<file path="src/include/usrp_tx_settings.svh">
// Build-time sizes for the transmit path: FIFO depth, packet size, slot count, rate width
`ifndef USRP_TX_SETTINGS_SVH
`define USRP_TX_SETTINGS_SVH

// Sample FIFO entries, one 16-bit word each
`define TX_FIFO_DEPTH 4096

// Words in one USB packet
// Also the free-space margin the host needs before a burst
`define TX_PACKET_WORDS 256

// I/Q slots, ordered i0 q0 i1 q1 i2 q2 i3 q3
`define TX_NUM_SLOTS 8

// Width of the DAC strobe divider value
`define TX_RATE_WIDTH 8

`endif

</file>
<file path="src/usrp_tx_pkg.sv">
// Shared types of the transmit path: sample, slot index, FIFO level and strobe rate
`default_nettype none

`include "usrp_tx_settings.svh"

package usrp_tx_pkg;

   // One DAC sample, same width as a host bus word
   typedef logic [15:0] sample_t;

   // Slot index and slot count
   // Needs one spare code so a count of all slots fits
   typedef logic [$clog2(`TX_NUM_SLOTS + 1)-1:0] slot_t;

   // FIFO fill level, 0 up to and including full
   typedef logic [$clog2(`TX_FIFO_DEPTH + 1)-1:0] fifo_level_t;

   // Strobe divider, period is rate + 1 cycles
   typedef logic [`TX_RATE_WIDTH-1:0] rate_t;

endpackage

`default_nettype wire

</file>
<file path="src/tx_strobe_gen.sv">
// DAC strobe generator: programmable txclk divider with a one-cycle pulse
`timescale 1ns/1ps
`default_nettype none

module tx_strobe_gen
(
   input  wire                  txclk,
   input  wire                  reset,
   input  wire                  tx_enable,
   input  usrp_tx_pkg::rate_t   rate,
   output logic                 txstrobe
);

   // Cycles left until the next strobe
   usrp_tx_pkg::rate_t count;

   // Down-counter reloads from rate on every pulse
   // While disabled it sits loaded, so the first pulse comes rate + 1 cycles after enable
   always_ff @(posedge txclk)
   begin
      if (reset || !tx_enable)
      begin
         count    <= rate;
         txstrobe <= 1'b0;
      end
      else if (count == '0)
      begin
         // Period ends here, a new rate value takes effect from this reload
         count    <= rate;
         txstrobe <= 1'b1;
      end
      else
      begin
         count    <= count - 1'b1;
         txstrobe <= 1'b0;
      end
   end

endmodule

`default_nettype wire

</file>
<file path="config.mk">
export PLATFORM = sky130hd
export DESIGN_NAME = tx_strobe_gen
export DESIGN_NICKNAME = d
export VERILOG_FILES = /design/src/usrp_tx_pkg.sv /design/src/tx_strobe_gen.sv
export VERILOG_INCLUDE_DIRS = /design/src /design/src/include
export SDC_FILE = /design/constraint.sdc
export NUM_CORES = 1
export LEC_CHECK = 0
export BUFFER_PORTS_ARGS = -buffer_cell sky130_fd_sc_hd__buf_2
export CORE_AREA = 2 2 39 41
export DETAILED_ROUTE_END_ITERATION = 10
export DIE_AREA = 0 0 41 43
export PLACE_DENSITY_LB_ADDON = 0.15
export SLEW_MARGIN = 20
export SYNTH_ARGS = -nofsm -noshare
export SYNTH_HDL_FRONTEND = slang
export SYNTH_SLANG_ARGS = --single-unit
</file>
<file path="constraint.sdc">
create_clock -name txclk -period 2.07 [get_ports txclk]
set_input_delay 0.5175 -clock txclk [delete_from_list [all_inputs] [get_ports txclk]]
set_output_delay 0.5175 -clock txclk [all_outputs]
set_load 0.02 [all_outputs]
</file>
==> flow_summary.toml <==
[run_status]
status = "finished clean"

[critical_path]
cp_max_fo = 8
critical_path_class = "reg2reg"
crit_arrival_ns = 1.51
timing.rr.start = "count[4]"
critPathCaptureType = "flip-flop"
worstReg2RegEnd = "count[5]"
reg2reg_depth = 5
rrSetupSlack_ns = 0.70
cp.required_ns = 2.21
start_kind = "flip-flop"

[timing]
tns_ns = 0
period_share_pct = 66.2
finalSetupViolCount = 0
fin_worst_skew_ns = 0.00638
holdWs_ns = 0.491
fmax_ghz = 0.729
min_period_ns = 1.37
relSlewSlack_pct = 71.0
slew_violations = 0
rsz0062_at_grt = "false"
tightest_slew_ns = 0.432
finalHoldViolCount = 0

[synth]
yosys.area_share.simple_pct = 21.1
yosysWarnings = 0
synth-edff-count = 0
synth.mux.area_fraction_pct = 5.54
synth_area_um2 = 452
synthArstFlopShare_pct = 0
synth_fa_ha_area_share_pct = 5.54
synth_compound_area_share_pct = 11.4
yosysUniqueCellTypes = 16
syn_inst = 49
synthFlopType = "dfxtp_1"
synth_xor_area_share_pct = 11.6
synth.largest_area_cell = "dfxtp_1"
synth_top_family_by_area = "simple AND/OR/NAND/NOR gates"
synth_top_area_share_pct = 39.9
yosysMostFrequentCell = "nor2_1"
syn_nets = 62
synthTopCellsByCount = "nor2_1 (11), dfxtp_1 (9), a21oi_1 (6)"
synth_seq_cells = 9
synth_area_per_cell_um2 = 9.22
yosysSeqAreaShare_pct = 39.9
yosys-top-cells-area = "dfxtp_1 (40%), nor2_1 (9.1%), xor2_1 (7.8%), a21oi_1 (6.6%), ha_1 (5.5%)"

[drt]
drt_iter0_drc = 7
wl_per_cell_um = 9.18
via_count = 358
finalWirelength_um = 734
ant_nets = 0
viasPerCell = 4.48
remaining_drc_errors = 0
dr.pass1.iters = 3

[die]
ios = 12
coreArea_um2 = 1380
initial_core_util_pct = 32.6
rows = 14
die_w_um = 41
die_h_um = 43
die-area_um2 = 1760

[clock_tree]
clock_sinks = 9
clockRootBuffer = "clkbuf_4"
cts_tree = "done"
post_cts_resized = 0
cts_buffer_depth = 2
cts_buffers = 3
clock_latency_ns = 0.26
postCtsSetupRepairBufs = 0
htreeDepth = 1
clk_pin_slew_worst_paths_ns = 0.06
hold_buffers = 0

[global_route]
grt_overflow = 0
antenna_found_initial = 0
grt_pass1_wl_um = 1300
grt_pass1_vias = 332
grt_usage_pct = 11.6
grt_start_max_net_pins = 9

[place]
port-buffer-count = 11
placed_cell_area_um2 = 523
globalplace.congestion = 0.685

[run]
maxCapViolCount = 0

[finish]
area_growth_pct = 21.6
stdcell_area_um2 = 549
antenna_cells = 0
drive_gt1_share_pct = 28.1
fillerInstances = 157
num-nets-final = 78

[min_path]
hold_end = "count[0]"
hp-start = "rate[0]"
hp-class = "in2reg"
min_path_cells = 2

[pwr]
cellLeakagePower_nw = 0.237
power.density_nw_per_um2 = 731
peakVddDrop_mv = 0.325
[report_power, final]
part | internal, W | leakage [nW] | switching [W]
sequential | 0.000189 | 0.0755 | 0.0000167
combinational | 0.0000334 | 0.146 | 0.0000298
clock | 0.0000741 | 0.0150 | 0.0000587
total | 0.000296 | 0.237 | 0.000105
[layer usage]
layer	vias to the layer above	track usage [%]	wire length, µm
li1	190	-	-
met1	160	12.9	331
met2	8	15.9	343
met3	0	9.42	59
met4	0	4.00	0
met5	-	0	0
[cell families after synthesis]
group / count (synthesis)
AND/OR/NAND/NOR: 19
flip-flops: 9
AO/OA/AOI/OAI: 7
XOR/XNOR: 6
buffers and inverters: 4
multiplexers: 2
adder cells (fa/ha/maj): 2
[registers in the layout, summed over array words and instances, names as in the netlist]
signal,flops
txstrobe,1
count,8
[cell type report]
class,instances,area [µm²],area share (%)
clock buffers,4,26.3,4.78
well taps,16,20.0,3.64
inverters,3,11.3,2.05
multi-input cells,36,249,45.3
flip-flops and latches,9,180,32.8
repair buffers,12,62.6,11.4
[placed cells by master, fill, tap and decap left out]
cell | Yosys | final
nand3_1 | 2 | 2
buf_2 | 0 | 11
xor2_1 | 4 | 4
dfxtp_1 | 9 | 9
a31oi_4 | 1 | 1
buf_4 | 0 | 1
mux2i_1 | 1 | 1
nand2b_1 | 1 | 1
clkbuf_1 | 0 | 1
nand2_1 | 3 | 3
clkbuf_4 | 0 | 3
a21oi_1 | 6 | 6
nor4_4 | 1 | 1
ha_1 | 2 | 2
xnor2_1 | 2 | 2
nor3_1 | 1 | 1
mux2_4 | 1 | 1
nor2_1 | 11 | 11
inv_1 | 3 | 3
[how the worst max path moves through the flow]
stage | from | end | slack [ns] | cells past startpoint
after floorplan | reset | count[0] | 0.73 | 3
after global placement | reset | count[0] | 0.58 | 4
after detailed placement | reset | count[0] | 0.56 | 4
after CTS | count[4] | count[3] | 0.67 | 5
after global routing | count[4] | count[5] | 0.58 | 5
final | count[4] | count[5] | 0.70 | 5
[critical path, cell delays in order (launching register included)]
cell and delay, ns:
dfxtp_1 0.35, nor4_4 0.38, a31oi_4 0.19, buf_4 0.20, nor2_1 0.08, a21oi_1 0.04
[through the flow]
step,util (%),instances,total power (W),setup WS (ns)
after detailed placement,37.8,76,0.000274,0.556
final,39.7,80,0.000401,0.699
after CTS,39.7,80,0.000411,0.666
after global routing,39.7,80,0.000434,0.584
after global placement,37.8,76,0.000273,0.580
after floorplan,-,49,0.000256,0.730
Note: power is estimated with default switching activity, not from simulation.
