==> src/include/usrp_tx_settings.svh <==
// Build-time sizes for the transmit path: FIFO depth, packet size, slot count, rate width
`ifndef USRP_TX_SETTINGS_SVH
`define USRP_TX_SETTINGS_SVH

// Sample FIFO entries, one 16-bit word each
`define TX_FIFO_DEPTH 4096

// Words in one USB packet
// Also the free-space margin the host needs before a burst
`define TX_PACKET_WORDS 256

// I/Q slots, ordered i0 q0 i1 q1 i2 q2 i3 q3
`define TX_NUM_SLOTS 8

// Width of the DAC strobe divider value
`define TX_RATE_WIDTH 8

`endif

==> src/usrp_tx_pkg.sv <==
// Shared types of the transmit path: sample, slot index, FIFO level and strobe rate
`default_nettype none

`include "usrp_tx_settings.svh"

package usrp_tx_pkg;

   // One DAC sample, same width as a host bus word
   typedef logic [15:0] sample_t;

   // Slot index and slot count
   // Needs one spare code so a count of all slots fits
   typedef logic [$clog2(`TX_NUM_SLOTS + 1)-1:0] slot_t;

   // FIFO fill level, 0 up to and including full
   typedef logic [$clog2(`TX_FIFO_DEPTH + 1)-1:0] fifo_level_t;

   // Strobe divider, period is rate + 1 cycles
   typedef logic [`TX_RATE_WIDTH-1:0] rate_t;

endpackage

`default_nettype wire

==> src/tx_buffer.sv <==
// Frame loader: FIFO words into the I/Q slot registers, underrun flag and debug bus
`timescale 1ns/1ps
`default_nettype none

`include "usrp_tx_settings.svh"

module tx_buffer
(
   input  wire                    txclk,
   input  wire                    reset,
   // FIFO head, word valid while fifo_empty is low
   input  usrp_tx_pkg::sample_t   fifo_data,
   input  wire                    fifo_empty,
   output logic                   fifo_pop,
   // Number of slots in use per frame
   input  usrp_tx_pkg::slot_t     channels,
   input  wire                    txstrobe,
   input  wire                    clear_status,
   output usrp_tx_pkg::sample_t   tx_i_0,
   output usrp_tx_pkg::sample_t   tx_q_0,
   output usrp_tx_pkg::sample_t   tx_i_1,
   output usrp_tx_pkg::sample_t   tx_q_1,
   output usrp_tx_pkg::sample_t   tx_i_2,
   output usrp_tx_pkg::sample_t   tx_q_2,
   output usrp_tx_pkg::sample_t   tx_i_3,
   output usrp_tx_pkg::sample_t   tx_q_3,
   output logic                   tx_underrun,
   output logic [11:0]            debugbus
);

   localparam int SLOT_IDX_W = $clog2(`TX_NUM_SLOTS);

   // Next slot to fill, equals channels once the frame is complete
   usrp_tx_pkg::slot_t   load_next;
   logic                 frame_full;

   // Channel registers, i0 q0 i1 q1 i2 q2 i3 q3
   usrp_tx_pkg::sample_t slot_q [`TX_NUM_SLOTS];

   assign frame_full = (load_next == channels);

   // Take the head word whenever the frame still has room
   assign fifo_pop = ~frame_full & ~fifo_empty;

   // Sequencer
   always_ff @(posedge txclk)
   begin
      if (reset)
      begin
         load_next <= '0;
      end
      else if (fifo_pop)
      begin
         load_next <= load_next + 1'b1;
      end
      else if (txstrobe && frame_full)
      begin
         // DAC has taken the frame, start the next one
         load_next <= '0;
      end
   end

   // Slot registers
   // Unused slots keep their last value
   always_ff @(posedge txclk)
   begin
      if (reset)
      begin
         for (int i = 0; i < `TX_NUM_SLOTS; i++)
         begin
            slot_q[i] <= '0;
         end
      end
      else if (fifo_pop && (load_next < `TX_NUM_SLOTS))
      begin
         // Counts beyond the last slot pop words with nowhere to put them
         slot_q[load_next[SLOT_IDX_W-1:0]] <= fifo_data;
      end
   end

   assign tx_i_0 = slot_q[0];
   assign tx_q_0 = slot_q[1];
   assign tx_i_1 = slot_q[2];
   assign tx_q_1 = slot_q[3];
   assign tx_i_2 = slot_q[4];
   assign tx_q_2 = slot_q[5];
   assign tx_i_3 = slot_q[6];
   assign tx_q_3 = slot_q[7];

   // Underrun, strobe seen before the frame was complete
   // Sticky until the host clears it
   always_ff @(posedge txclk)
   begin
      if (reset)
      begin
         tx_underrun <= 1'b0;
      end
      else if (txstrobe && !frame_full)
      begin
         tx_underrun <= 1'b1;
      end
      else if (clear_status)
      begin
         tx_underrun <= 1'b0;
      end
   end

   // Debug bus
   assign debugbus[0]    = fifo_pop;
   assign debugbus[1]    = fifo_empty;
   assign debugbus[2]    = txstrobe;
   assign debugbus[3]    = tx_underrun;
   // Spare
   assign debugbus[7:4]  = 4'h0;
   assign debugbus[11:8] = load_next;

endmodule

`default_nettype wire

==> config.mk <==
export PLATFORM = sky130hd
export DESIGN_NAME = tx_buffer
export DESIGN_NICKNAME = d
export VERILOG_FILES = /design/src/usrp_tx_pkg.sv /design/src/tx_buffer.sv
export VERILOG_INCLUDE_DIRS = /design/src /design/src/include
export SDC_FILE = /design/constraint.sdc
export NUM_CORES = 1
export LEC_CHECK = 0
export ABC_AREA = 0
export BUFFER_PORTS_ARGS = -buffer_cell sky130_fd_sc_hd__clkbuf_2
export CORE_MARGIN = 8
export CORE_UTILIZATION = 46
export DETAILED_ROUTE_END_ITERATION = 16
export PLACE_DENSITY = 0.76
export SLEW_MARGIN = 20
export SYNTH_ARGS = -nofsm -noshare
export SYNTH_HDL_FRONTEND = slang
export SYNTH_SLANG_ARGS = --single-unit
==> constraint.sdc <==
create_clock -name txclk -period 1.65 [get_ports txclk]
set_input_delay 0.0825 -clock txclk [delete_from_list [all_inputs] [get_ports txclk]]
set_output_delay 0.0825 -clock txclk [all_outputs]
set_load 0.01 [all_outputs]
==> impl_metrics.py <==
metrics = {
    "cells_and_area": {
        "area_growth_pct": 32.54,
        "multi_input_area_mm2": 0.001267,
        "antenna_cells": 0,
        "regArea_mm2": 0.003949,
        "drive_gt1_share_pct": 44.80,
        "fillers": 838,
        "stdcell_area_mm2": 0.006972,
        "stdcell_count": 681,
        "final_nets": 551,
    },
    "drt": {
        "wl_per_cell_um": 19.83,
        "drt_pass1_iterations": 4,
        "ant_nets": 0,
        "wl_um": 13510,
        "post-route-drc-count": 0,
        "vias_per_cell": 5.023,
        "vias": 3421,
        "drt_iter0_drc": 268,
    },
    "power": {
        "pwr-share-clk_pct": 44.8,
        "irDropWorstVdd_uv": 754.9,
        "p_seq_share_pct": 48.0,
        "power_density_mw_per_mm2": 1171,
        "intPower_mw": 6.316,
        "switching_share_pct": 22.65,
        "p_leak_nw": 3.026,
        "p_comb_share_pct": 7.2,
        "power.switching_mw": 1.849,
    },
    "clocking": {
        "clock_path_buffers": 2,
        "cts_made_buffers": 17,
        "cts_tree": "done",
        "clk_transition_reported_paths_ps": 60,
        "clkSinkCount": 133,
        "clockRootBuffer": "clkbuf_16",
        "clk-insertion-delay-late_ps": 410,
        "cts.htree.levels": 4,
    },
    "worst_setup_path": {
        "worstPathRequired_ps": 1810,
        "cp.arrival_ps": 1830,
        "crit_chain": "xnor2_1, nand4_1, buf_4, and4_1, buf_4, and2_1",
        "worst_path_max_delay_cell": "dfxtp_2",
        "critPathMaxFanout": 16,
        "worst_setup_path_start_kind": "flop",
        "critical_path.most_common_cell": "buf_4",
        "critPathCaptureType": "flop",
        "critical_path_class": "flop to flop",
        "critPathMaxStageDelay_ps": 330,
    },
    "floorplanning": {
        "core-area_mm2": 0.01127,
        "initial_core_util_pct": 46.66,
        "rows": 39,
        "ios": 167,
        "die_w_um": 122.9,
        "die_h_um": 122.9,
        "fp.dieArea_mm2": 0.01511,
    },
    "synth": {
        "synth-seq-area-share_pct": 74.98,
        "synth_top_area_share_pct": 73.07,
        "syn_area_per_cell_um2": 15.56,
        "ys_ff_latch": 133,
        "postSynthCellCount": 338,
        "synthTopCellsByArea": "edfxtp_1 (73%), and2_1 (15%), dfxtp_1 (1.9%), buf_4 (1.7%), or2_2 (0.95%)",
        "synthDistinctLibCells": 31,
        "ys_warn_count": 0,
        "synth_area_leader_cell": "edfxtp_1",
        "synth_area_mm2": 0.005260,
    },
    "place": {
        "place_ws_ps": -65.31,
        "portBuffers": 162,
        "place_congestion": 0.8334,
        "placed_area_mm2": 0.006267,
        "dpl.cell_count": 638,
        "hpwl_um": 9507,
    },
    "run_status": {
        "violations": "setup timing",
        "status": "complete, but fails checks",
    },
    "timing": {
        "worst_slack_ps": -26.76,
        "finalCritPeriodShare_pct": 101.6,
        "drv_slew": 0,
        "fin_hold_ws_ps": 71.01,
        "rsz0062_at_grt": "true",
        "finalSetupViolations": 69,
        "hold_viol": 0,
        "skew_ps": 12.17,
        "max_freq_mhz": 596.4,
        "min_period_ps": 1677,
        "setup_tns_ps": -742.6,
    },
    "global_route": {
        "grt_remaining_overflow": 0,
        "grt_pass1_vias": 3396,
        "track_usage_pct": 17.22,
        "antenna_found_initial": 0,
        "grt_pass1_wl_um": 19220,
        "grt_max_degree": 18,
    },
    "job": {
        "cap_violations": 0,
    },
    "min_path": {
        "hold_class": "primary input to flop",
    },
}
## registers in the layout, summed over array words and instances (netlist names)
register	cells
slot_q	128
load_next	4
tx_underrun	1
## worst paths after layout
| kind | end | cells past startpoint | slack, ps | startpoint |
|---|---|---|---|---|
| min | load_next[0] | 3 | 70 | fifo_empty |
| min reg2reg | tx_underrun | 3 | 640 | tx_underrun |
| max | slot_q[6][13] | 6 | -30 | load_next[0] |
| max reg2reg | slot_q[6][13] | 6 | -30 | load_next[0] |
## power by group through the flow
stage / registers, mW / logic [mW] / clock network, mW
global placement: 3.98 / 0.546 / 0
CTS: 3.92 / 0.569 / 3.70
finish: 3.92 / 0.590 / 3.66
global route: 3.93 / 0.639 / 3.83
floorplan: 4.05 / 0.187 / 0
detailed placement: 3.99 / 0.558 / 0
## cell families after synthesis
kind of cell	Yosys count	synth area share (%)
AND/OR/NAND/NOR	165	20.03
flip-flops	133	74.98
buffers and inverters	26	3.069
AO/OA/AOI/OAI	8	0.9515
XOR/XNOR	4	0.6660
adder cells (fa/ha/maj)	1	0.2378
other	1	0.07129
## placed cells by master, fill, tap and decap left out, types with 3 or more instances in the layout
cell and count:
a21oi_1 3, and2_1 128, dfxtp_2 4, edfxtp_1 128
and3_1 4, and4_4 4, nor2_1 3, or2_4 13
nor2b_1 3, buf_4 18, clkinvlp_4 5, clkbuf_16 17
clkbuf_2 162, nand3_1 3, conb_1 4, inv_6 4
## stage by stage
stage	total power, mW	util, %
after floorplan	4.241	-
after global routing	8.405	61.85
after CTS	8.188	61.14
after global placement	4.529	55.60
after detailed placement	4.546	55.60
final	8.166	61.85
## synthesized netlist by cell type, drive strengths merged
cell type,n
nand4,1
nor3,2
a311o,1
nor2,3
ha,1
and3,4
nor2b,4
nand2,2
a311oi,1
conb,1
and4,5
a31oi,1
nor4b,1
dfxtp,5
xnor2,4
o21ai,2
inv,2
edfxtp,128
clkbuf,6
buf,18
nand3,4
or2,8
a21oi,3
nor4,1
nor3b,1
nand2b,1
and2,128
## metal layers
metal | GRT usage, % | vias to the layer above | wire (µm)
met3 | 6.073 | 7 | 1357
met4 | 5.027 | 0 | 79
li1 | - | 1557 | -
met1 | 21.20 | 1700 | 5462
met2 | 28.13 | 157 | 6607
met5 | 0 | - | 0
## what timing repair did
action	4_1_cts	5_1_grt
pin swaps	1	7
endpoints found under the hold margin	1	0
cloned	1	4
hold buffers	2	0
setup endpoints to repair	208	192
gates resized for setup	3	9
setup buffers	1	3
## critical path: cells and delay by family, from the launching register on
kind,cells,cell delay [ps]
xor+xnor,1,210
buf+inv,2,370
flops,1,330
simple gates,3,510
## area by class of cell
cell class                 count  share of cell area, %
inverter                       2                 0.1077
clock buffer                  18                  6.156
clock inverter                14                  2.172
timing repair buffer         184                  14.18
sequential                   133                  56.64
multi-input combinational    187                  18.18
tap                          143                  2.566
(Power assumes the default switching activity.)
