## config.mk

```make
export PLATFORM = sky130hd
export DESIGN_NAME = tx_packet_guard
export DESIGN_NICKNAME = d
export VERILOG_FILES = /design/src/usrp_tx_pkg.sv /design/src/tx_packet_guard.sv
export VERILOG_INCLUDE_DIRS = /design/src /design/src/include
export SDC_FILE = /design/constraint.sdc
export NUM_CORES = 1
export LEC_CHECK = 0
export BUFFER_PORTS_ARGS = -buffer_cell sky130_fd_sc_hd__buf_2
export CAP_MARGIN = 20
export CORE_AREA = 2 2 39 41
export DETAILED_ROUTE_END_ITERATION = 10
export DIE_AREA = 0 0 41 43
export PLACE_DENSITY_LB_ADDON = 0.3
export SYNTH_ARGS = -nofsm -noshare
export SYNTH_HDL_FRONTEND = slang
export SYNTH_SLANG_ARGS = --single-unit
export TNS_END_PERCENT = 5
```

## constraint.sdc

```tcl
create_clock -name txclk -period 1.25 [get_ports txclk]
set_input_delay 0.0625 -clock txclk [delete_from_list [all_inputs] [get_ports txclk]]
set_output_delay 0.0625 -clock txclk [all_outputs]
set_load 0.05 [all_outputs]
```

## src/include/usrp_tx_settings.svh

```systemverilog
// Build-time sizes for the transmit path: FIFO depth, packet size, slot count, rate width
`ifndef USRP_TX_SETTINGS_SVH
`define USRP_TX_SETTINGS_SVH

// Sample FIFO entries, one 16-bit word each
`define TX_FIFO_DEPTH 4096

// Words in one USB packet
// Also the free-space margin the host needs before a burst
`define TX_PACKET_WORDS 256

// I/Q slots, ordered i0 q0 i1 q1 i2 q2 i3 q3
`define TX_NUM_SLOTS 8

// Width of the DAC strobe divider value
`define TX_RATE_WIDTH 8

`endif

```

## src/usrp_tx_pkg.sv

```systemverilog
// Shared types of the transmit path: sample, slot index, FIFO level and strobe rate
`default_nettype none

`include "usrp_tx_settings.svh"

package usrp_tx_pkg;

   // One DAC sample, same width as a host bus word
   typedef logic [15:0] sample_t;

   // Slot index and slot count
   // Needs one spare code so a count of all slots fits
   typedef logic [$clog2(`TX_NUM_SLOTS + 1)-1:0] slot_t;

   // FIFO fill level, 0 up to and including full
   typedef logic [$clog2(`TX_FIFO_DEPTH + 1)-1:0] fifo_level_t;

   // Strobe divider, period is rate + 1 cycles
   typedef logic [`TX_RATE_WIDTH-1:0] rate_t;

endpackage

`default_nettype wire

```

## src/tx_packet_guard.sv

```systemverilog
// Host write guard: per-burst word counter capping each burst at one packet, and have_space
`timescale 1ns/1ps
`default_nettype none

`include "usrp_tx_settings.svh"

module tx_packet_guard
(
   input  wire                       txclk,
   input  wire                       bus_reset,
   input  wire                       wr,
   input  usrp_tx_pkg::fifo_level_t  fifo_level,
   output logic                      wr_accept,
   output logic                      have_space
);

   // One extra bit, which doubles as the packet-full flag
   localparam int CNT_W = $clog2(`TX_PACKET_WORDS) + 1;

   // Highest fill level that still leaves room for a whole packet
   localparam usrp_tx_pkg::fifo_level_t SPACE_LIMIT =
      usrp_tx_pkg::fifo_level_t'(`TX_FIFO_DEPTH - 1 - `TX_PACKET_WORDS);

   logic [CNT_W-1:0] burst_count;
   logic             packet_done;

   // Top bit sets once a full packet has gone through
   assign packet_done = burst_count[CNT_W-1];

   // USB controller may tack an extra word onto a burst
   // Anything past one packet is thrown away here
   assign wr_accept = wr & ~packet_done;

   // Counter saturates at one packet
   // First idle cycle between bursts rearms it
   always_ff @(posedge txclk)
   begin
      if (bus_reset)
      begin
         burst_count <= '0;
      end
      else if (wr_accept)
      begin
         burst_count <= burst_count + 1'b1;
      end
      else if (!wr)
      begin
         burst_count <= '0;
      end
   end

   // Host starts a burst only while this is high
   assign have_space = (fifo_level <= SPACE_LIMIT);

endmodule

`default_nettype wire

```

==> results, run 1 <==
- Data on the critical path is required at its endpoint by approximately 1200 ps.
- For this design the ratio of total power to cell area is 1012 nW/um2.
- The HPWL after detailed placement is approximately 550 um.
- The internal power contribution is 435.3 uW.
- Yosys printed 0 warnings.
- The top cell type by total area after synthesis is sky130_fd_sc_hd__dfxtp_1.
- The largest individual stage delay along the critical path comes from the cell sky130_fd_sc_hd__dfxtp_2.
- On the worst path, the slowest cell contributes a delay of between 300 and 400 ps.
- The worst setup path is launched from a flip-flop.
- The endpoint identified for the worst register-to-register timing path is burst_count[7].
- In this run, synthesis inferred 0 flip-flops with an integrated enable.
- The initial antenna violation count is 0.
- Summing all multi-input logic gate instances after layout gives roughly 250 um2.
- The final-report hold violation count is 0.
- The setup slack of the most critical reg-to-reg path is ~60 ps.
- After floorplanning, the core was divided into 14 placement rows.
- The post-synthesis instance total is 45.
- The worst hold path belongs to the class in2reg.
- The flow ran to the end, and the final reports show no timing, DRC or antenna violations.
- The number of distinct library cells after synthesis is 22.
- The die covers approximately 1800 um2.
- Net switching is between 20% and 30% of the power.
- The weighted congestion at the end of routability-driven global placement is 0.6515.
- The TritonCTS sink count is 9.
- In this run the count of I/O pins placed on the die edge is 18.
- Across the run, the number of max-cap violations was 0.
- The area growth from synthesis to layout is 29.65%.
- The largest driver fanout on the critical path is 5.
- Measured along the x axis, the die boundary spans about 41 um.
- The wire length of the first global-routing pass is approximately 1200 um.
- The share of total power in combinational logic is 9.3%.
- The number of DRC violations after detailed routing is 0.
- The largest net degree at the start of global routing is 9.
- The average vias per placed instance is roughly 4.7.
- The part of the cycle the worst path needs is 95.73%.
- The final hold slack is about 49 ps.
- The count of vias placed by the detailed router is between 300 and 400.
- The post-synthesis async set-or-reset flop share is 0%.
- Traced cell by cell, the critical path runs through buf_4 -> and2b_2 -> buf_4.
- The DRC violation total after the first TritonRoute iteration is 2.
- Input and output buffers added on the ports amount to 9.
- For the worst-skew pair, the clock arrives at the later sink with an insertion delay of roughly 250 ps.
- The area occupied by registers is 186.4 um2.
- The largest registers in the layout are burst_count (9).
- The number of buffers inserted to repair setup after CTS is 0.
- The startpoint identified for the worst hold timing path is bus_reset.
- Sorting the synthesized cells by area gives the leading types as sky130_fd_sc_hd__dfxtp_1, sky130_fd_sc_hd__xor2_1, sky130_fd_sc_hd__nand4b_4, sky130_fd_sc_hd__nor2_1, sky130_fd_sc_hd__or3_1.
- The first detailed-routing pass took 4 iterations.
- The critical path capture point type is an output pin.
- The global-route usage over all layers is around a tenth.
- The number of fillers in the final layout is between 100 and 150.
- In this run the static leakage power is ~0.00024 uW.
- The headroom to the max-slew limit is approximately four fifths.
- The tree is rooted in a sky130_fd_sc_hd__clkbuf_4.
- Measured on the finished design, the core utilization comes to between 40% and 50%.
- For this design the total switching power over the nets is approximately 130 uW.
- The share of the Yosys chip area taken by registers is 41.86%.
- Of the total power, registers draw 52.0%.
- The depth of the CTS H-tree is 1.
- The category of the critical setup timing path is reg2out.
- The depth of the worst register-to-register path is 4.
- Summed over all layers, the global routing overflow is 0.
- In the synthesized netlist the dominant register cell turns out to be sky130_fd_sc_hd__dfxtp_1.
- After layout, the minimum clock period comes to 1197 ps.
- Dividing the detail-routed wire length by the instance count gives 9.645 um.
- The number of global-route vias before repair is 321.
- The power share of the clock group is between 30% and 40%.
- The synthesized netlist net count is 62.
- After layout, the design draws a total of approximately 560 uW.
- The overall routed net length is 733 um.
- In the post-synthesis netlist, the cell with the most instances is sky130_fd_sc_hd__dfxtp_1.
- For the pin with the worst max-slew slack, the measured transition is between 300 and 400 ps.
- The average instance area after synthesis is approximately 9.6 um2.
- The final antenna-violating net count is 0.
- The initial utilization of the core area, before any placement, comes to 31.10%.
- The reg-to-reg startpoint is burst_count[0].
- The final setup skew is around 4.3 ps.
- The most common cell type on the critical path is sky130_fd_sc_hd__buf_4.
- The share of Yosys cell area claimed by the top area cell type is between 40% and 50%.
- TritonCTS built the clock tree.
- Counting flops and latches in the post-synthesis netlist gives 9.
- The worst hold path passes through 3 cells.
- The final number of setup-violating endpoints is 0.
- The clock passes through at most 2 buffers.
- The worst-case IR drop observed on VDD is 460.2 uV.
- Derived from the worst setup path, the maximum achievable clock frequency is 0.8357 GHz.
- In this run the vertical extent of the chip is between 40 and 50 um.
- The critical path arrival is approximately 1100 ps.
- In this run, CTS created clock tree buffers numbering 3.
- The path with the worst hold slack has its endpoint at burst_count[8].
- The register with the highest flop count is burst_count.
- The repair_antennas step left the layout with diodes totalling 0.
- The number of pins exceeding their max-slew limit in the final report is 0.
- The share of post-route cells with drive strength above 1 is around two fifths.
- After clock tree synthesis, the clock-pin slew on the worst setup and hold paths is 60 ps.
- After synthesis, the most frequently instantiated cells are sky130_fd_sc_hd__dfxtp_1, sky130_fd_sc_hd__nor2_1.
- The area of the placeable core is between 1000 and 1500 um2.
- The layout net count is 78.
- The flip-flop count of the largest register, all copies and words added is 9.
- Summing every instance area after synthesis gives approximately 430 um2.
[worst max-delay path by stage]
| stage | from | to |
|---|---|---|
| final | burst_count[8] | wr_accept |
| after global routing | burst_count[0] | burst_count[5] |
| after CTS | burst_count[0] | burst_count[6] |
| after detailed placement | burst_count[0] | burst_count[6] |
| after global placement | burst_count[0] | burst_count[6] |
| after floorplan | burst_count[0] | burst_count[6] |
[cell usage in the layout, fill, tap and decap left out]
cell type                  instances
sky130_fd_sc_hd__a21oi_1           3
sky130_fd_sc_hd__a41oi_1           1
sky130_fd_sc_hd__and2b_2           2
sky130_fd_sc_hd__buf_2             8
sky130_fd_sc_hd__buf_4             5
sky130_fd_sc_hd__clkbuf_1          1
sky130_fd_sc_hd__clkbuf_4          3
sky130_fd_sc_hd__dfxtp_1           6
sky130_fd_sc_hd__dfxtp_2           2
sky130_fd_sc_hd__dfxtp_4           1
sky130_fd_sc_hd__ha_4              1
sky130_fd_sc_hd__mux2i_1           1
sky130_fd_sc_hd__nand2_1           1
sky130_fd_sc_hd__nand2b_1          1
sky130_fd_sc_hd__nand3_1           2
sky130_fd_sc_hd__nand3b_1          1
sky130_fd_sc_hd__nand4_1           1
sky130_fd_sc_hd__nand4b_1          1
sky130_fd_sc_hd__nand4b_4          1
sky130_fd_sc_hd__nor2_1            6
sky130_fd_sc_hd__nor2b_1           1
sky130_fd_sc_hd__o21a_1            1
sky130_fd_sc_hd__o21ai_0           3
sky130_fd_sc_hd__or3_1             3
sky130_fd_sc_hd__xnor2_1           1
sky130_fd_sc_hd__xor2_1            3
[layer usage]
metal	GRT usage [%]	share of wire [%]	up-vias
met2	13.75	47	9
met4	4.000	0	0
met3	3.141	4.6	0
li1	-	-	188
met5	0	0	-
met1	14.43	48	163
[power groups by stage]
stage / Sequential [uW] / Clock [uW] / Combinational, uW
finish: 293 / 219 / 52.3
floorplan: 300 / 0 / 27.9
detailed placement: 299 / 0 / 50.0
global placement: 299 / 0 / 49.0
global route: 294 / 238 / 56.5
CTS: 293 / 229 / 51.6
[worst max-delay path: cells and delay by family (launching register included)]
kind | cells | cell delay, ps
flip-flops | 1 | 360
AND/OR/NAND/NOR | 1 | 210
buffers and inverters | 2 | 320
[through the flow]
| stage | TNS (ps) | instance area (um2) | cells | setup slack [ps] |
|---|---|---|---|---|
| floorplan | 0 | 430.4 | 45 | 36.87 |
| global placement | 0 | 510.5 | 72 | 12.54 |
| detailed placement | -11.01 | 510.5 | 72 | -11.01 |
| CTS | 0 | 544.3 | 76 | 27.02 |
| global route | -0.6262 | 558.0 | 76 | -0.6262 |
| finish | 0 | 558.0 | 76 | 53.38 |
[cell type report]
cell class / count / area share [%]
Multi-Input combinational cell: 34 / 44.39
Tap cell: 16 / 3.587
Timing Repair Buffer: 13 / 13.90
Sequential cell: 9 / 33.41
Clock buffer: 4 / 4.709
[what timing repair did]
item	CTS	global route
setup endpoints to repair	2	1
hold buffers	0	0
gates resized for setup	4	3
[logic make-up after synthesis]
logic type,synth area share (%)
compound gates,10.75
xor+xnor,8.141
fa+ha+maj,2.907
buf+inv,3.487
flops,41.86
mux,2.326
simple gates,30.53
(Power assumes the default switching activity.)
==> run 2: changes to the inputs <==
Settings changed: ABC_AREA from default to 1, TNS_END_PERCENT 5 to 1.
==> run 2 against run 1 <==
Design area decreased by 3.4%. Clock-buffer cell count unchanged. Clock skew shrank 3.6 ps. Setup slack improved by 50 ps. Register-to-register slack improved by 60 ps. Synthesized cell count grew 36%. Sequential cell count unchanged. Non-clock buffer count decreased by 3.
==> results, run 2 <==
- The kind of path behind the tightest hold check is in2reg (unchanged).
- The effective utilization at floorplan is 31.56% (was 31.10%).
- The proportion of power drawn by flip-flops and latches came to 50.9% (was 52.0%).
- Dominant cells by area after synthesis: sky130_fd_sc_hd__dfxtp_1, sky130_fd_sc_hd__nand2_1, sky130_fd_sc_hd__inv_1, sky130_fd_sc_hd__nor2_1, sky130_fd_sc_hd__a21oi_1 (was sky130_fd_sc_hd__dfxtp_1, sky130_fd_sc_hd__xor2_1, sky130_fd_sc_hd__nand4b_4, sky130_fd_sc_hd__nor2_1, sky130_fd_sc_hd__or3_1).
- The dominant register cell in the synthesized netlist is sky130_fd_sc_hd__dfxtp_1 (unchanged).
- The x dimension of the die is 41 um (unchanged).
- The number of buffers inserted to repair setup after CTS is 0 (unchanged).
- The synthesized netlist net count came to 78 (was 62).
- The final period demand of the worst path is 1146 ps (was 1197 ps).
- The final antenna diode count was 0 (unchanged).
- The largest net degree at the start of global routing came to 8 (was 9).
- The placed standard-cell area is 501.7 um2 (was 510.5 um2).
- The share of total power in combinational logic was 9.0% (was 9.3%).
- The category of the critical setup timing path is reg2out (unchanged).
- The post-synthesis async set-or-reset flop share was 0% (unchanged).
- Commonest cells after routing, fill and taps aside: sky130_fd_sc_hd__nand2_1, sky130_fd_sc_hd__inv_1, sky130_fd_sc_hd__buf_2, sky130_fd_sc_hd__dfxtp_1, sky130_fd_sc_hd__nor2_1 (was sky130_fd_sc_hd__buf_2, sky130_fd_sc_hd__nor2_1, sky130_fd_sc_hd__dfxtp_1, sky130_fd_sc_hd__buf_4).
- The depth of the CTS H-tree is 1 (unchanged).
- The reported max-cap violation count is 0 (unchanged).
- The DRC violation total after the first TritonRoute iteration is 2 (unchanged).
- The number of global-route vias before repair is 341 (was 321).
- The launch point of the worst hold path is wr (was bus_reset).
- The global-route usage over all layers was 10.49% (was 10.10%).
- The reg-to-reg startpoint is burst_count[1] (was burst_count[0]).
- The area growth from synthesis to layout is 23.50% (was 29.65%).
- The average vias per placed instance is 4.451 (was 4.737).
- The number of buffers created by CTS is 3 (unchanged).
- The wire length of the first global-routing pass came to 1248 um (was 1242 um).
- The post-synthesis instance total came to 61 (was 45).
- The share of Yosys cell area claimed by the top area cell type is 41.26% (was 41.86%).
- The largest vdd supply drop is 472.7 uV (was 460.2 uV).
- The flip-flop and latch count after synthesis came to 9 (unchanged).
- The clock transition at the registers of the reported paths is 60 ps (about the same).
- The half-perimeter wire length after placement is 643.4 um (was 552.4 um).
- The leakage power figure is 0.0002394 uW (was 0.0002365 uW).
- The number of enable flip-flop cells after synthesis came to 0 (unchanged).
- The number of DRC violations after detailed routing was 0 (unchanged).
- The number of distinct library cells after synthesis is 17 (was 22).
- The largest driver fanout on the critical path is 5 (unchanged).
- The total overflow reported by the global router was 0 (unchanged).
- The worst path required time is 1190 ps (about the same).
- The internal power contribution is 433.7 uW (was 435.3 uW).
- The final-report hold violation count is 0 (unchanged).
- The headroom to the max-slew limit is 83.44% (was 78.35%).
- The switching part of the total power is 24.65% (was 22.94%).
- The most frequent cell after synthesis is sky130_fd_sc_hd__nand2_1 (was sky130_fd_sc_hd__dfxtp_1).
- The sum of negative setup slack is 0 ps (unchanged).
- The number of input and output port buffers inserted is 9 (unchanged).
- The final setup skew is 0.7119 ps (was 4.337 ps).
- The detailed-route wire length per cell came to 8.802 um (was 9.645 um).
- The flip-flop count of the largest register, all copies and words added is 9 (unchanged).
- The pin slew with the least headroom to its limit is 250.1 ps (was 324.7 ps).
- The launching element of the worst setup path is burst_count[8] (unchanged).
- The count of vias placed by the detailed router is 405 (was 360).
- The number of I/O pins came to 18 (unchanged).
- The TritonCTS clock tree is built (unchanged).
- The power share of the clock group is 40.1% (was 38.8%).
- The number of fillers in the final layout is 145 (was 142).
- The most common library cell in the layout ignoring fill and taps is sky130_fd_sc_hd__nand2_1 (was sky130_fd_sc_hd__buf_2).
- The average instance area after synthesis came to 7.159 um2 (was 9.565 um2).
- Ranking of synthesized cells by instance count: sky130_fd_sc_hd__nand2_1, sky130_fd_sc_hd__dfxtp_1, sky130_fd_sc_hd__inv_1 (was sky130_fd_sc_hd__dfxtp_1, sky130_fd_sc_hd__nor2_1).
- The critical path arrival is 1080 ps (was 1130 ps).
- The net switching power figure was 141.9 uW (was 129.6 uW).
- The type of element launching the critical path is a flip-flop (unchanged).
- The sequential element share of the synthesized area is 41.26% (was 41.86%).
- The Yosys warning count is 0 (unchanged).
- The TritonCTS sink count is 9 (unchanged).
- The number of core rows is 14 (unchanged).
- The area of the placeable core came to 1384 um2 (unchanged).
- The mapped cell area is 436.7 um2 (was 430.4 um2).
- The die height is 43 um (unchanged).
- The floorplan die area came to 1763 um2 (unchanged).
- Outcome: finished clean (unchanged).
- The initial antenna violation count is 0 (unchanged).
- The overall routed net length is 801 um (was 733 um).
- The final antenna-violating net count is 0 (unchanged).
- The part of the cycle the worst path needs was 91.70% (was 95.73%).
- The final instance area is 539.3 um2 (was 558.0 um2).
- The maximum root-to-sink buffer count was 2 (unchanged).
- The final number of setup-violating endpoints was 0 (unchanged).
- The register with the highest flop count is burst_count (unchanged).
- The fmax came to 0.8724 GHz (was 0.8357 GHz).
- The critical path capture point type is an output pin (unchanged).
- The count of TritonRoute iterations in the first routing pass was 4 (unchanged).
- The top cell type by total area after synthesis was sky130_fd_sc_hd__dfxtp_1 (unchanged).
- The clock latency reported for the late side of the worst-skew pair is 260 ps (was 250 ps).
- The share of post-route cells with drive strength above 1 is 28.00% (was 38.33%).
- Setup repair after global routing left no endpoint under its margin.
- The number of pins exceeding their max-slew limit in the final report was 0 (unchanged).
- The power density normalized to cell area is 1067 nW/um2 (was 1012 nW/um2).
- Largest registers: burst_count (9) (unchanged).
- The weighted congestion at the end of routability-driven global placement is 0.7746 (was 0.6515).
- The buffer cell driving the clock tree root is sky130_fd_sc_hd__clkbuf_4 (unchanged).
- The layout net count is 93 (was 78).
## run 2: cell count changes in the layout (fill, tap and decap cells not counted), moves of 3 or more
cell / delta
sky130_fd_sc_hd__inv_1: +9
sky130_fd_sc_hd__xor2_1: -3
sky130_fd_sc_hd__buf_4: -5
sky130_fd_sc_hd__nand2_1: +13
sky130_fd_sc_hd__or3_1: -3
## run 2: cell families after synthesis
| family | share of synthesized area (%) |
|---|---|
| and+or+nand+nor | 33.81 |
| DFF | 41.26 |
| AOI/OAI and AO/OA | 12.60 |
| buffers and inverters | 9.456 |
| adders and majority gates | 2.865 |
## run 2: through the flow
| stage | hold WS, ps | cells | total power (uW) | setup slack, ps | utilization (%) |
|---|---|---|---|---|---|
| 6_report | 85.54 | 91 | 575.6 | 103.8 | 38.97 |
| 5_1_grt | 113.7 | 91 | 601.5 | 20.77 | 38.97 |
| 4_1_cts | 82.58 | 91 | 583.4 | 60.68 | 38.88 |
| 3_5_place_dp | 278.3 | 86 | 349.5 | 81.00 | 36.26 |
| 3_3_place_gp | 271.8 | 86 | 348.4 | 90.17 | 36.26 |
| 2_1_floorplan | 131.6 | 61 | 329.9 | 192.6 | - |
## run 2: layer usage
metal / track usage, % / vias to the layer above / part of all wire, %
met5: 0 / - / 0
met4: 8.000 / 0 / 2.6
met3: 1.571 / 3 / 3.7
met2: 15.63 / 8 / 45
met1: 12.75 / 173 / 48
li1: - / 221 / -
## run 2: path summary, 6_finish.rpt
path,endpoint,slack (ps),cells after the start
worst min-delay path,burst_count[1],90,3
worst max register to register,burst_count[6],120,7
worst max-delay path,wr_accept,100,4
worst min register to register,burst_count[4],450,2
## run 2: power groups by stage
stage / clock, uW / combinational (uW) / sequential (uW)
5_1_grt: 251 / 57.3 / 293
4_1_cts: 238 / 52.6 / 293
3_5_place_dp: 0 / 50.1 / 299
6_report: 231 / 51.8 / 293
2_1_floorplan: 0 / 31.2 / 299
3_3_place_gp: 0 / 49.2 / 299
## run 2: final cells by class
cell class                      instances  area, um2  share of cell area [%]
Clock buffer                            4      26.28                   4.872
Inverter                               11      41.29                   7.657
Multi-Input combinational cell         41      215.2                   39.91
Sequential cell                         9      181.4                   33.64
Tap cell                               16      20.02                   3.712
Timing Repair Buffer                   10      55.05                   10.21
## run 2: worst max-delay path, stage by stage, from the launching register on
cell	delay [ps]
sky130_fd_sc_hd__dfxtp_1	340
sky130_fd_sc_hd__inv_2	100
sky130_fd_sc_hd__nand2_1	50
sky130_fd_sc_hd__inv_1	70
sky130_fd_sc_hd__buf_2	260
## run 2: what timing repair did
| item | CTS | global route |
|---|---|---|
| resized for setup | 0 | 1 |
| hold buffers | 1 | 0 |
| endpoints found under the setup margin | 0 | 1 |
| endpoints found under the hold margin | 1 | 0 |
